$ cat src/vlsu_pkg.sv
// Shared widths and packed payload types of the sequential-load path.
// Every RTL block imports this package with a wildcard import.

package vlsu_pkg;

  // ==========================================================================
  // Width constants
  // ==========================================================================

  // 32-bit AXI data bus
  localparam int unsigned BusNibbles  = 8;
  localparam int unsigned BusIdxW     = $clog2(BusNibbles);
  // 16-bit lanes
  localparam int unsigned LaneNibbles = 4;
  localparam int unsigned NrLanesDef  = 4;
  // One sequence-buffer row spans all lanes
  localparam int unsigned RowNibbles  = LaneNibbles * NrLanesDef;
  localparam int unsigned RowPtrW     = $clog2(RowNibbles);
  localparam int unsigned RowIdxW     = 4;

  // ==========================================================================
  // Stream payloads
  // ==========================================================================

  typedef struct packed {
    logic [BusNibbles*4-1:0] data;
    logic                    last;
  } axi_r_t;

  // Per-beat description of the read transaction
  typedef struct packed {
    logic               is_head;
    logic [BusIdxW-1:0] head_nb;
    logic [7:0]         rmn_beat;
    logic [3:0]         lb_nb;     // 1 to BusNibbles
    logic               is_final;
  } txn_ctrl_t;

  // Element size in nibbles is 2**sew
  typedef struct packed {
    logic [7:0] vstart;
    logic [1:0] sew;
  } meta_t;

  typedef struct packed {
    logic [RowNibbles*4-1:0] nb;
    logic [RowNibbles-1:0]   en;
    logic                    last;
  } seq_row_t;

  typedef struct packed {
    logic [LaneNibbles*4-1:0] data;
    logic [LaneNibbles-1:0]   be;
    logic [RowIdxW-1:0]       row;
  } lane_wr_t;

  typedef struct packed {
    logic [RowPtrW-1:0] start_ptr;
  } seq_info_t;

endpackage
$ cat src/vlsu_load_top.sv
// Sequential-load path top level: loader, shuffle, per-lane queues and
// writeback arbiter, with the lane count and queue depths set here.

`timescale 1ns/1ps

module vlsu_load_top import vlsu_pkg::*; #(
  parameter int unsigned NrLanes   = NrLanesDef,
  parameter int unsigned MetaDepth = 2,
  parameter int unsigned LaneDepth = 4
) (
  input  logic                       clk_i,
  input  logic                       rst_ni,
  input  logic                       axi_r_valid_i,
  output logic                       axi_r_ready_o,
  input  axi_r_t                     axi_r_i,
  input  logic                       txn_valid_i,
  output logic                       txn_ready_o,
  input  txn_ctrl_t                  txn_i,
  input  logic                       meta_valid_i,
  output logic                       meta_ready_o,
  input  meta_t                      meta_i,
  output logic                       wb_valid_o,
  input  logic                       wb_ready_i,
  output lane_wr_t                   wb_o,
  output logic [$clog2(NrLanes)-1:0] wb_lane_o
);

  logic               row_valid, row_ready;
  seq_row_t           row;
  logic [NrLanes-1:0] lane_ready, push, q_valid, q_ready;
  lane_wr_t           slice  [NrLanes];
  lane_wr_t           q_data [NrLanes];

  vlsu_seq_load #(
    .MetaDepth (MetaDepth)
  ) i_seq_load (
    .clk_i, .rst_ni,
    .axi_r_valid_i, .axi_r_ready_o, .axi_r_i,
    .txn_valid_i, .txn_ready_o, .txn_i,
    .meta_valid_i, .meta_ready_o, .meta_i,
    .row_valid_o (row_valid),
    .row_ready_i (row_ready),
    .row_o       (row)
  );

  vlsu_shuffle #(
    .NrLanes (NrLanes)
  ) i_shuffle (
    .clk_i, .rst_ni,
    .row_valid_i  (row_valid),
    .row_ready_o  (row_ready),
    .row_i        (row),
    .lane_ready_i (lane_ready),
    .lane_push_o  (push),
    .lane_o       (slice)
  );

  for (genvar k = 0; k < NrLanes; k++) begin : gen_lane
    vlsu_lane_queue #(
      .Depth (LaneDepth)
    ) i_lane_queue (
      .clk_i, .rst_ni,
      .push_i    (push[k]),
      .wr_i      (slice[k]),
      .ready_o   (lane_ready[k]),
      .q_valid_o (q_valid[k]),
      .q_ready_i (q_ready[k]),
      .q_o       (q_data[k])
    );
  end

  vlsu_wb_arbiter #(
    .NrLanes (NrLanes)
  ) i_wb_arbiter (
    .clk_i, .rst_ni,
    .q_valid_i  (q_valid),
    .q_ready_o  (q_ready),
    .q_i        (q_data),
    .wb_valid_o, .wb_ready_i, .wb_o, .wb_lane_o
  );

endmodule

$ cat src/vlsu_wb_arbiter.sv
// Round-robin writeback arbiter: drains the lane queues onto the single
// register-file write port, starting after the last granted lane.

`timescale 1ns/1ps

module vlsu_wb_arbiter import vlsu_pkg::*; #(
  parameter int unsigned NrLanes = NrLanesDef
) (
  input  logic                       clk_i,
  input  logic                       rst_ni,
  input  logic [NrLanes-1:0]         q_valid_i,
  output logic [NrLanes-1:0]         q_ready_o,
  input  lane_wr_t                   q_i [NrLanes],
  output logic                       wb_valid_o,
  input  logic                       wb_ready_i,
  output lane_wr_t                   wb_o,
  output logic [$clog2(NrLanes)-1:0] wb_lane_o
);

  localparam int unsigned LaneW = $clog2(NrLanes);

  logic [LaneW-1:0] last_q, gnt;
  logic             found;

  always_comb begin
    int unsigned idx;
    found = 1'b0;
    gnt   = last_q;
    for (int unsigned off = 1; off <= NrLanes; off++) begin
      idx = (32'(last_q) + off) % NrLanes;
      if (!found && q_valid_i[idx]) begin
        found = 1'b1;
        gnt   = LaneW'(idx);
      end
    end
  end

  assign wb_valid_o = found;
  assign wb_o       = q_i[gnt];
  assign wb_lane_o  = gnt;

  always_comb begin
    q_ready_o = '0;
    if (wb_valid_o && wb_ready_i) begin
      q_ready_o[gnt] = 1'b1;
    end
  end

  // Starts at the top lane so lane 0 wins first after reset
  always_ff @(posedge clk_i or negedge rst_ni) begin
    if (!rst_ni) begin
      last_q <= LaneW'(NrLanes - 1);
    end else if (wb_valid_o && wb_ready_i) begin
      last_q <= gnt;
    end
  end

endmodule

$ cat src/vlsu_lane_queue.sv
// Per-lane write queue: drops slices with no nibble enabled and buffers
// the rest in order until the writeback arbiter takes them.

`timescale 1ns/1ps

module vlsu_lane_queue import vlsu_pkg::*; #(
  parameter int unsigned Depth = 4
) (
  input  logic     clk_i,
  input  logic     rst_ni,
  input  logic     push_i,
  input  lane_wr_t wr_i,
  output logic     ready_o,
  output logic     q_valid_o,
  input  logic     q_ready_i,
  output lane_wr_t q_o
);

  logic keep;

  // Empty slices never reach the register file
  assign keep = push_i && (|wr_i.be);

  vlsu_fifo #(
    .Depth (Depth),
    .T     (lane_wr_t)
  ) i_fifo (
    .clk_i       (clk_i),
    .rst_ni      (rst_ni),
    .in_valid_i  (keep),
    .in_ready_o  (ready_o),
    .in_i        (wr_i),
    .out_valid_o (q_valid_o),
    .out_ready_i (q_ready_i),
    .out_o       (q_o)
  );

endmodule

$ cat src/vlsu_shuffle.sv
// Shuffle stage: cuts each sequence-buffer row into lane slices and tags
// them with the row index within the request.

`timescale 1ns/1ps

module vlsu_shuffle import vlsu_pkg::*; #(
  parameter int unsigned NrLanes = NrLanesDef
) (
  input  logic               clk_i,
  input  logic               rst_ni,
  input  logic               row_valid_i,
  output logic               row_ready_o,
  input  seq_row_t           row_i,
  input  logic [NrLanes-1:0] lane_ready_i,
  output logic [NrLanes-1:0] lane_push_o,
  output lane_wr_t           lane_o [NrLanes]
);

  logic [RowIdxW-1:0] row_cnt_q;
  logic               row_xfer;

  // A row moves only when every lane can take its slice
  assign row_ready_o = &lane_ready_i;
  assign row_xfer    = row_valid_i && row_ready_o;

  for (genvar j = 0; j < NrLanes; j++) begin : gen_slice
    assign lane_push_o[j] = row_xfer;
    assign lane_o[j].data = row_i.nb[j*LaneNibbles*4 +: LaneNibbles*4];
    assign lane_o[j].be   = row_i.en[j*LaneNibbles +: LaneNibbles];
    assign lane_o[j].row  = row_cnt_q;
  end

  // Row index restarts after the closing row of each request
  always_ff @(posedge clk_i or negedge rst_ni) begin
    if (!rst_ni) begin
      row_cnt_q <= '0;
    end else if (row_xfer) begin
      if (row_i.last) begin
        row_cnt_q <= '0;
      end else begin
        row_cnt_q <= row_cnt_q + 1'b1;
      end
    end
  end

endmodule

$ cat src/vlsu_seq_load.sv
// Sequential loader: packs the valid nibbles of each AXI read beat into a
// two-entry ping-pong row buffer, starting at the vstart nibble offset.
// Full rows and the closing row of a request are handed to the shuffle.

`timescale 1ns/1ps

module vlsu_seq_load import vlsu_pkg::*; #(
  parameter int unsigned MetaDepth = 2
) (
  input  logic      clk_i,
  input  logic      rst_ni,
  // AXI read data
  input  logic      axi_r_valid_i,
  output logic      axi_r_ready_o,
  input  axi_r_t    axi_r_i,
  // Per-beat transaction control
  input  logic      txn_valid_i,
  output logic      txn_ready_o,
  input  txn_ctrl_t txn_i,
  // Request metadata
  input  logic      meta_valid_i,
  output logic      meta_ready_o,
  input  meta_t     meta_i,
  // Rows towards the shuffle stage
  output logic      row_valid_o,
  input  logic      row_ready_i,
  output seq_row_t  row_o
);

  typedef enum logic {
    S_IDLE,
    S_COMMIT
  } state_e;

  state_e state_q, state_d;

  // ==========================================================================
  // Start pointer queue
  // ==========================================================================

  seq_info_t info_in, info_out;
  logic      info_valid, info_ready;

  assign info_in.start_ptr = meta_i.vstart[RowPtrW-1:0] << meta_i.sew;

  vlsu_fifo #(
    .Depth (MetaDepth),
    .T     (seq_info_t)
  ) i_info_fifo (
    .clk_i       (clk_i),
    .rst_ni      (rst_ni),
    .in_valid_i  (meta_valid_i),
    .in_ready_o  (meta_ready_o),
    .in_i        (info_in),
    .out_valid_o (info_valid),
    .out_ready_i (info_ready),
    .out_o       (info_out)
  );

  // ==========================================================================
  // Ping-pong row buffer
  // ==========================================================================

  seq_row_t buf_q [2];
  seq_row_t buf_d [2];
  // Bit 1 is the wrap flag, bit 0 the entry index
  logic [1:0] wr_cnt_q, rd_cnt_q;
  logic       buf_full, buf_empty, row_enq, row_deq;

  assign buf_full  = (wr_cnt_q ^ rd_cnt_q) == 2'b10;
  assign buf_empty = wr_cnt_q == rd_cnt_q;

  assign row_valid_o = !buf_empty;
  assign row_o       = buf_q[rd_cnt_q[0]];
  assign row_deq     = row_valid_o && row_ready_i;

  // ==========================================================================
  // Beat commit
  // ==========================================================================

  logic [BusIdxW-1:0] bus_cnt_q, bus_cnt_d;
  logic [RowPtrW-1:0] ptr_q, ptr_d;
  logic [3:0]         lower_nb, upper_nb, bus_avail, start_nb;
  logic [RowPtrW:0]   row_free, n_cmt;
  logic               do_cmt, accept, final_beat;

  // R last closes each burst, the final one closes the request
  assign final_beat = txn_i.is_final && axi_r_i.last;
  assign lower_nb   = txn_i.is_head ? {1'b0, txn_i.head_nb} : 4'd0;
  assign upper_nb   = (txn_i.rmn_beat == '0) ? txn_i.lb_nb : 4'(BusNibbles);
  // Nibbles of this beat not yet written to a row
  assign bus_avail  = upper_nb - lower_nb - {1'b0, bus_cnt_q};
  assign row_free   = (RowPtrW+1)'(RowNibbles) - {1'b0, ptr_q};
  assign start_nb   = lower_nb + {1'b0, bus_cnt_q};
  assign do_cmt     = (state_q == S_COMMIT) && axi_r_valid_i && txn_valid_i && !buf_full;

  assign axi_r_ready_o = accept;
  assign txn_ready_o   = accept;

  always_comb begin
    state_d    = state_q;
    bus_cnt_d  = bus_cnt_q;
    ptr_d      = ptr_q;
    buf_d      = buf_q;
    info_ready = 1'b0;
    accept     = 1'b0;
    row_enq    = 1'b0;
    n_cmt      = '0;

    if (state_q == S_IDLE) begin
      if (txn_valid_i && info_valid) begin
        info_ready = 1'b1;
        bus_cnt_d  = '0;
        ptr_d      = info_out.start_ptr;
        state_d    = S_COMMIT;
      end
    end else if (do_cmt) begin
      if ({1'b0, bus_avail} > row_free) begin
        // Row fills first, the rest of the beat goes to the next row
        n_cmt     = row_free;
        bus_cnt_d = bus_cnt_q + BusIdxW'(row_free);
        ptr_d     = '0;
        row_enq   = 1'b1;
      end else begin
        n_cmt     = {1'b0, bus_avail};
        bus_cnt_d = '0;
        ptr_d     = ptr_q + bus_avail;
        accept    = 1'b1;
        if (({1'b0, bus_avail} == row_free) || final_beat) begin
          ptr_d   = '0;
          row_enq = 1'b1;
        end
        if (final_beat) begin
          state_d = S_IDLE;
        end
      end

      for (int unsigned i = 0; i < RowNibbles; i++) begin
        if ((i >= ptr_q) && (i < ptr_q + n_cmt)) begin
          buf_d[wr_cnt_q[0]].nb[i*4 +: 4] =
            axi_r_i.data[BusIdxW'(i + start_nb - ptr_q)*4 +: 4];
          buf_d[wr_cnt_q[0]].en[i] = 1'b1;
        end
      end
      buf_d[wr_cnt_q[0]].last = row_enq && accept && final_beat;
    end

    // Taken rows are cleared so the entry can accumulate again
    if (row_deq) begin
      buf_d[rd_cnt_q[0]] = '0;
    end
  end

  always_ff @(posedge clk_i or negedge rst_ni) begin
    if (!rst_ni) begin
      state_q   <= S_IDLE;
      bus_cnt_q <= '0;
      ptr_q     <= '0;
      wr_cnt_q  <= '0;
      rd_cnt_q  <= '0;
      buf_q[0]  <= '0;
      buf_q[1]  <= '0;
    end else begin
      state_q   <= state_d;
      bus_cnt_q <= bus_cnt_d;
      ptr_q     <= ptr_d;
      buf_q     <= buf_d;
      if (row_enq) begin
        wr_cnt_q <= wr_cnt_q + 2'd1;
      end
      if (row_deq) begin
        rd_cnt_q <= rd_cnt_q + 2'd1;
      end
    end
  end

endmodule

$ cat src/vlsu_fifo.sv
// Valid/ready FIFO with registered output and a type-parameter payload.
// Serves both the metadata info queue and the per-lane slice queues.

`timescale 1ns/1ps

module vlsu_fifo #(
  parameter int unsigned Depth = 4,
  parameter type         T     = logic
) (
  input  logic clk_i,
  input  logic rst_ni,
  input  logic in_valid_i,
  output logic in_ready_o,
  input  T     in_i,
  output logic out_valid_o,
  input  logic out_ready_i,
  output T     out_o
);

  localparam int unsigned IdxW = (Depth > 1) ? $clog2(Depth) : 1;

  T                mem_q [Depth];
  logic [IdxW-1:0] wr_idx_q, rd_idx_q;
  logic            wr_flag_q, rd_flag_q;
  logic            full, empty, push, pop;

  // Same index with different wrap flags means the writer lapped the reader
  assign full  = (wr_idx_q == rd_idx_q) && (wr_flag_q != rd_flag_q);
  assign empty = (wr_idx_q == rd_idx_q) && (wr_flag_q == rd_flag_q);

  assign in_ready_o  = !full;
  assign out_valid_o = !empty;
  assign out_o       = mem_q[rd_idx_q];

  assign push = in_valid_i && in_ready_o;
  assign pop  = out_valid_o && out_ready_i;

  always_ff @(posedge clk_i or negedge rst_ni) begin
    if (!rst_ni) begin
      wr_idx_q  <= '0;
      rd_idx_q  <= '0;
      wr_flag_q <= 1'b0;
      rd_flag_q <= 1'b0;
    end else begin
      if (push) begin
        if (wr_idx_q == IdxW'(Depth - 1)) begin
          wr_idx_q  <= '0;
          wr_flag_q <= ~wr_flag_q;
        end else begin
          wr_idx_q <= wr_idx_q + 1'b1;
        end
      end
      if (pop) begin
        if (rd_idx_q == IdxW'(Depth - 1)) begin
          rd_idx_q  <= '0;
          rd_flag_q <= ~rd_flag_q;
        end else begin
          rd_idx_q <= rd_idx_q + 1'b1;
        end
      end
    end
  end

  always_ff @(posedge clk_i) begin
    if (push) begin
      mem_q[wr_idx_q] <= in_i;
    end
  end

endmodule

$ cat config.mk
export PLATFORM = sky130hd
export DESIGN_NAME = vlsu_load_top
export DESIGN_NICKNAME = d
export VERILOG_FILES = /design/src/vlsu_pkg.sv /design/src/vlsu_load_top.sv /design/src/vlsu_wb_arbiter.sv /design/src/vlsu_lane_queue.sv /design/src/vlsu_shuffle.sv /design/src/vlsu_seq_load.sv /design/src/vlsu_fifo.sv
export SDC_FILE = /design/constraint.sdc
export NUM_CORES = 1
export LEC_CHECK = 0
export ABC_CLOCK_PERIOD_IN_PS = 8300
export BUFFER_PORTS_ARGS = -buffer_cell sky130_fd_sc_hd__buf_2
export CORE_UTILIZATION = 35
export DETAILED_ROUTE_END_ITERATION = 8
export PLACE_DENSITY = 0.59
export SLEW_MARGIN = 5
export SYNTH_ARGS = -nofsm -noshare
export SYNTH_HDL_FRONTEND = slang
export SYNTH_HIERARCHICAL = 1
export SYNTH_SLANG_ARGS = --single-unit
$ cat constraint.sdc
create_clock -name clk_i -period 8.3 [get_ports clk_i]
set_input_delay 2.075 -clock clk_i [delete_from_list [all_inputs] [get_ports clk_i]]
set_output_delay 2.075 -clock clk_i [all_outputs]
set_load 0.02 [all_outputs]
==> results.json <==
{
  "ys_seq_area_share_pct": 57.45,
  "outcome": "finished clean",
  "root_buffer": "clkbuf_16",
  "layout_setup_ws_ns": 0.2519,
  "post_cts_buffers": 0,
  "gp_congestion": 0.8395,
  "die-height_um": 292.6,
  "tightest_slew_ns": 1.243,
  "ys_async_sr_fraction_pct": 34.67,
  "synth_nets": 2187,
  "cp.required_ns": 6.23,
  "timing.max_cap.violations": 0,
  "hold_buffers": 0,
  "worstRegToRegCells": 22,
  "drive_gt1_share_pct": 25.79,
  "clock_path_buffers": 3,
  "clock-skew-final_ns": 0.02143,
  "ant_nets": 0,
  "core_area_um2": 83560,
  "synthToLayoutAreaGrowth_pct": 9.310,
  "hp-class": "flip-flop to flip-flop",
  "dp_slack_ns": -0.2623,
  "hold_viol_final": 0,
  "worstReg2RegStart": "i_seq_load/bus_cnt_q[0]$_DFFE_PN0P_",
  "dieArea_um2": 85610,
  "synth-seq-cells": 600,
  "cpPeakStageDelay_ns": 0.55,
  "fill_cells": 7804,
  "max_freq_mhz": 124.3,
  "critPathKind": "primary input to primary output",
  "yosys_warnings": 6,
  "synth.avg_cell_area_um2": 14.37,
  "worstPathCellList": "buf_2, or4_4, nor2_2, and2_1, fa_1, ha_4, nand3_1, a211oi_2, o32ai_2, xor2_1, ha_1, and4b_1, a211oi_2, nor3_2, buf_4, nor2_2, buf_2",
  "initialDrtViolationCount": 1378,
  "syn-cell-area_um2": 29550,
  "grt_pass1_wl_um": 108900,
  "end_kind": "primary output",
  "grt_overflow": 0,
  "placementRows": 106,
  "worstHoldStart": "i_seq_load/buf_q[12]$_DFF_PN0_",
  "start_util_pct": 35.37,
  "path_clk_slew_ns": 0.06,
  "antennaDiodeCount": 0,
  "grt_usage_pct": 16.87,
  "slew-limit-headroom_pct": 16.97,
  "worst_ep_arrival_time_ns": 5.97,
  "synth.distinct_cells": 84,
  "netlist_instances": 2056,
  "startpoint_type": "primary input",
  "cts.sinks": 600,
  "r2r-end": "i_seq_load/buf_q[62]$_DFF_PN0_",
  "final_cell_mix": "392 x edfxtp_1, 203 x dfrtp_1, 162 x a21oi_1, 124 x nand2_1, 110 x mux4_2",
  "via_per_inst": 5.443,
  "drc": 0,
  "chipWidth_um": 292.6,
  "hold_end": "i_seq_load/buf_q[12]$_DFF_PN0_",
  "grt_pass1_vias": 17100,
  "maxSlewViolCount": 0,
  "cp_slowest_cell": "or4_4",
  "grt_max_degree": 141,
  "io_pins": 96,
  "numCtsBuffers": 60,
  "final_common_cell": "edfxtp_1",
  "min_period_ns": 8.048,
  "holdWs_ns": 0.4869,
  "worst-r2r-setup-slack_ns": 2.41,
  "vias": 17400,
  "ys.flop_type": "edfxtp_1",
  "wire_per_inst_um": 22.69,
  "synth-edff-count": 392,
  "clk-insertion-delay-late_ns": 0.63,
  "port_buffers": 91,
  "htree_levels": 2,
  "post-route-period-util_pct": 96.96,
  "nets": 2198,
  "worstPathMaxFanout": 5,
  "min_delay_path_depth": 1,
  "firstDrtPassIters": 5,
  "cts_tree": "yes",
  "hpwl_um": 49840,
  "wl_um": 72550,
  "grt_antenna_before_repair": 1,
  "setup_violations": 0
}
## metal layers
| metal | global-route usage [%] | up-vias | share of wire, % |
|---|---|---|---|
| met5 | 0 | - | 0 |
| met3 | 2.155 | 87 | 6.4 |
| met4 | 4.240 | 0 | 2.1 |
| met1 | 25.30 | 8915 | 46 |
| met2 | 25.80 | 586 | 45 |
| li1 | - | 7812 | - |
## worst max-delay path by stage
stage	from	endpoint	slack (ns)	depth (start not counted)
2_1_floorplan	txn_i[8]	txn_ready_o	0.14	16
3_3_place_gp	txn_i[12]	i_seq_load/buf_q[67]$_DFF_PN0_	0.01	25
3_5_place_dp	txn_i[12]	i_seq_load/buf_q[62]$_DFF_PN0_	-0.26	25
4_1_cts	txn_i[12]	axi_r_ready_o	0.04	17
5_1_grt	txn_i[12]	axi_r_ready_o	-0.03	17
6_report	txn_i[12]	axi_r_ready_o	0.25	17
## state kept, by name, summed over array words and instances (netlist names), 2 cells and up
name and cells:
i_seq_load/rd_cnt_q 2, i_seq_load/ptr_q 4, gen_lane.i_lane_queue/i_fifo/wr_flag_q 4, gen_lane.i_lane_queue/i_fifo/rd_idx_q 8, i_seq_load/bus_cnt_q 3, i_shuffle/row_cnt_q 4
gen_lane.i_lane_queue/i_fifo/wr_idx_q 8, i_seq_load/wr_cnt_q 2, i_wb_arbiter/last_q 2, gen_lane.i_lane_queue/i_fifo/rd_flag_q 4, gen_lane.i_lane_queue/i_fifo/mem_q 384, i_seq_load/i_info_fifo/mem_q 8
i_seq_load/buf_q 162
## cell usage after synthesis (16+ instances only)
cell type / n / area, um2
edfxtp_1: 392 / 11770
dfrtp_1: 206 / 5155
a21oi_1: 162 / 810.8
nand2_1: 124 / 465.5
mux4_2: 110 / 2477
buf_4: 109 / 818.3
nor2_1: 107 / 401.6
mux2_2: 99 / 1115
o21ai_0: 74 / 370.4
a211oi_1: 67 / 503.0
ha_1: 53 / 663.1
mux2i_1: 52 / 520.5
clkbuf_1: 44 / 165.2
inv_1: 42 / 157.7
nor3_1: 30 / 150.1
mux4_1: 24 / 630.6
a21oi_2: 23 / 201.4
xor2_1: 22 / 192.7
a22oi_2: 19 / 237.7
and3_1: 16 / 100.1
buf_6: 16 / 180.2
## logic make-up after synthesis
| logic type | share of synthesized area [%] |
|---|---|
| flip-flops | 57.45 |
| AND/OR/NAND/NOR | 5.999 |
| multiplexers | 16.10 |
| buffers and inverters | 5.127 |
| adder cells (fa/ha/maj) | 3.057 |
| XOR/XNOR | 2.417 |
| AO/OA/AOI/OAI | 9.851 |
## worst max-delay path, delay by kind of cell
kind / cells / cell delay (ns)
fa+ha+maj: 3 / 1.09
compound gates: 3 / 0.63
simple gates: 7 / 1.43
xor+xnor: 1 / 0.27
buf+inv: 3 / 0.49
## cell type report
class	count	area [um2]	area share (%)
inverter	45	173.9	0.5383
timing repair buffer	143	867.1	2.684
sequential	600	16990	52.58
multi-input combinational	1217	11130	34.46
clock inverter	31	215.2	0.6661
clock buffer	81	1580	4.892
tap	1080	1351	4.183
## metrics by stage
| stage | instance area (um2) | std cells | setup TNS (ns) | util, % |
|---|---|---|---|---|
| floorplan | 29550 | 2056 | 0 | - |
| CTS | 32280 | 3197 | 0 | 38.63 |
| finish | 32310 | 3197 | 0 | 38.66 |
| global placement | 30480 | 3085 | 0 | 36.48 |
| detailed placement | 30480 | 3085 | -7.584 | 36.48 |
| global route | 32310 | 3197 | -0.05876 | 38.66 |
## what timing repair did
action | in CTS | in global routing
cloned | 0 | 0
resized for setup | 1 | 5
pin swaps | 0 | 1
setup endpoints to repair | 2 | 30
Power is left out: the tool's default activity adds up to more than one toggle a clock period on the data nets, which glitch-free logic cannot reach.
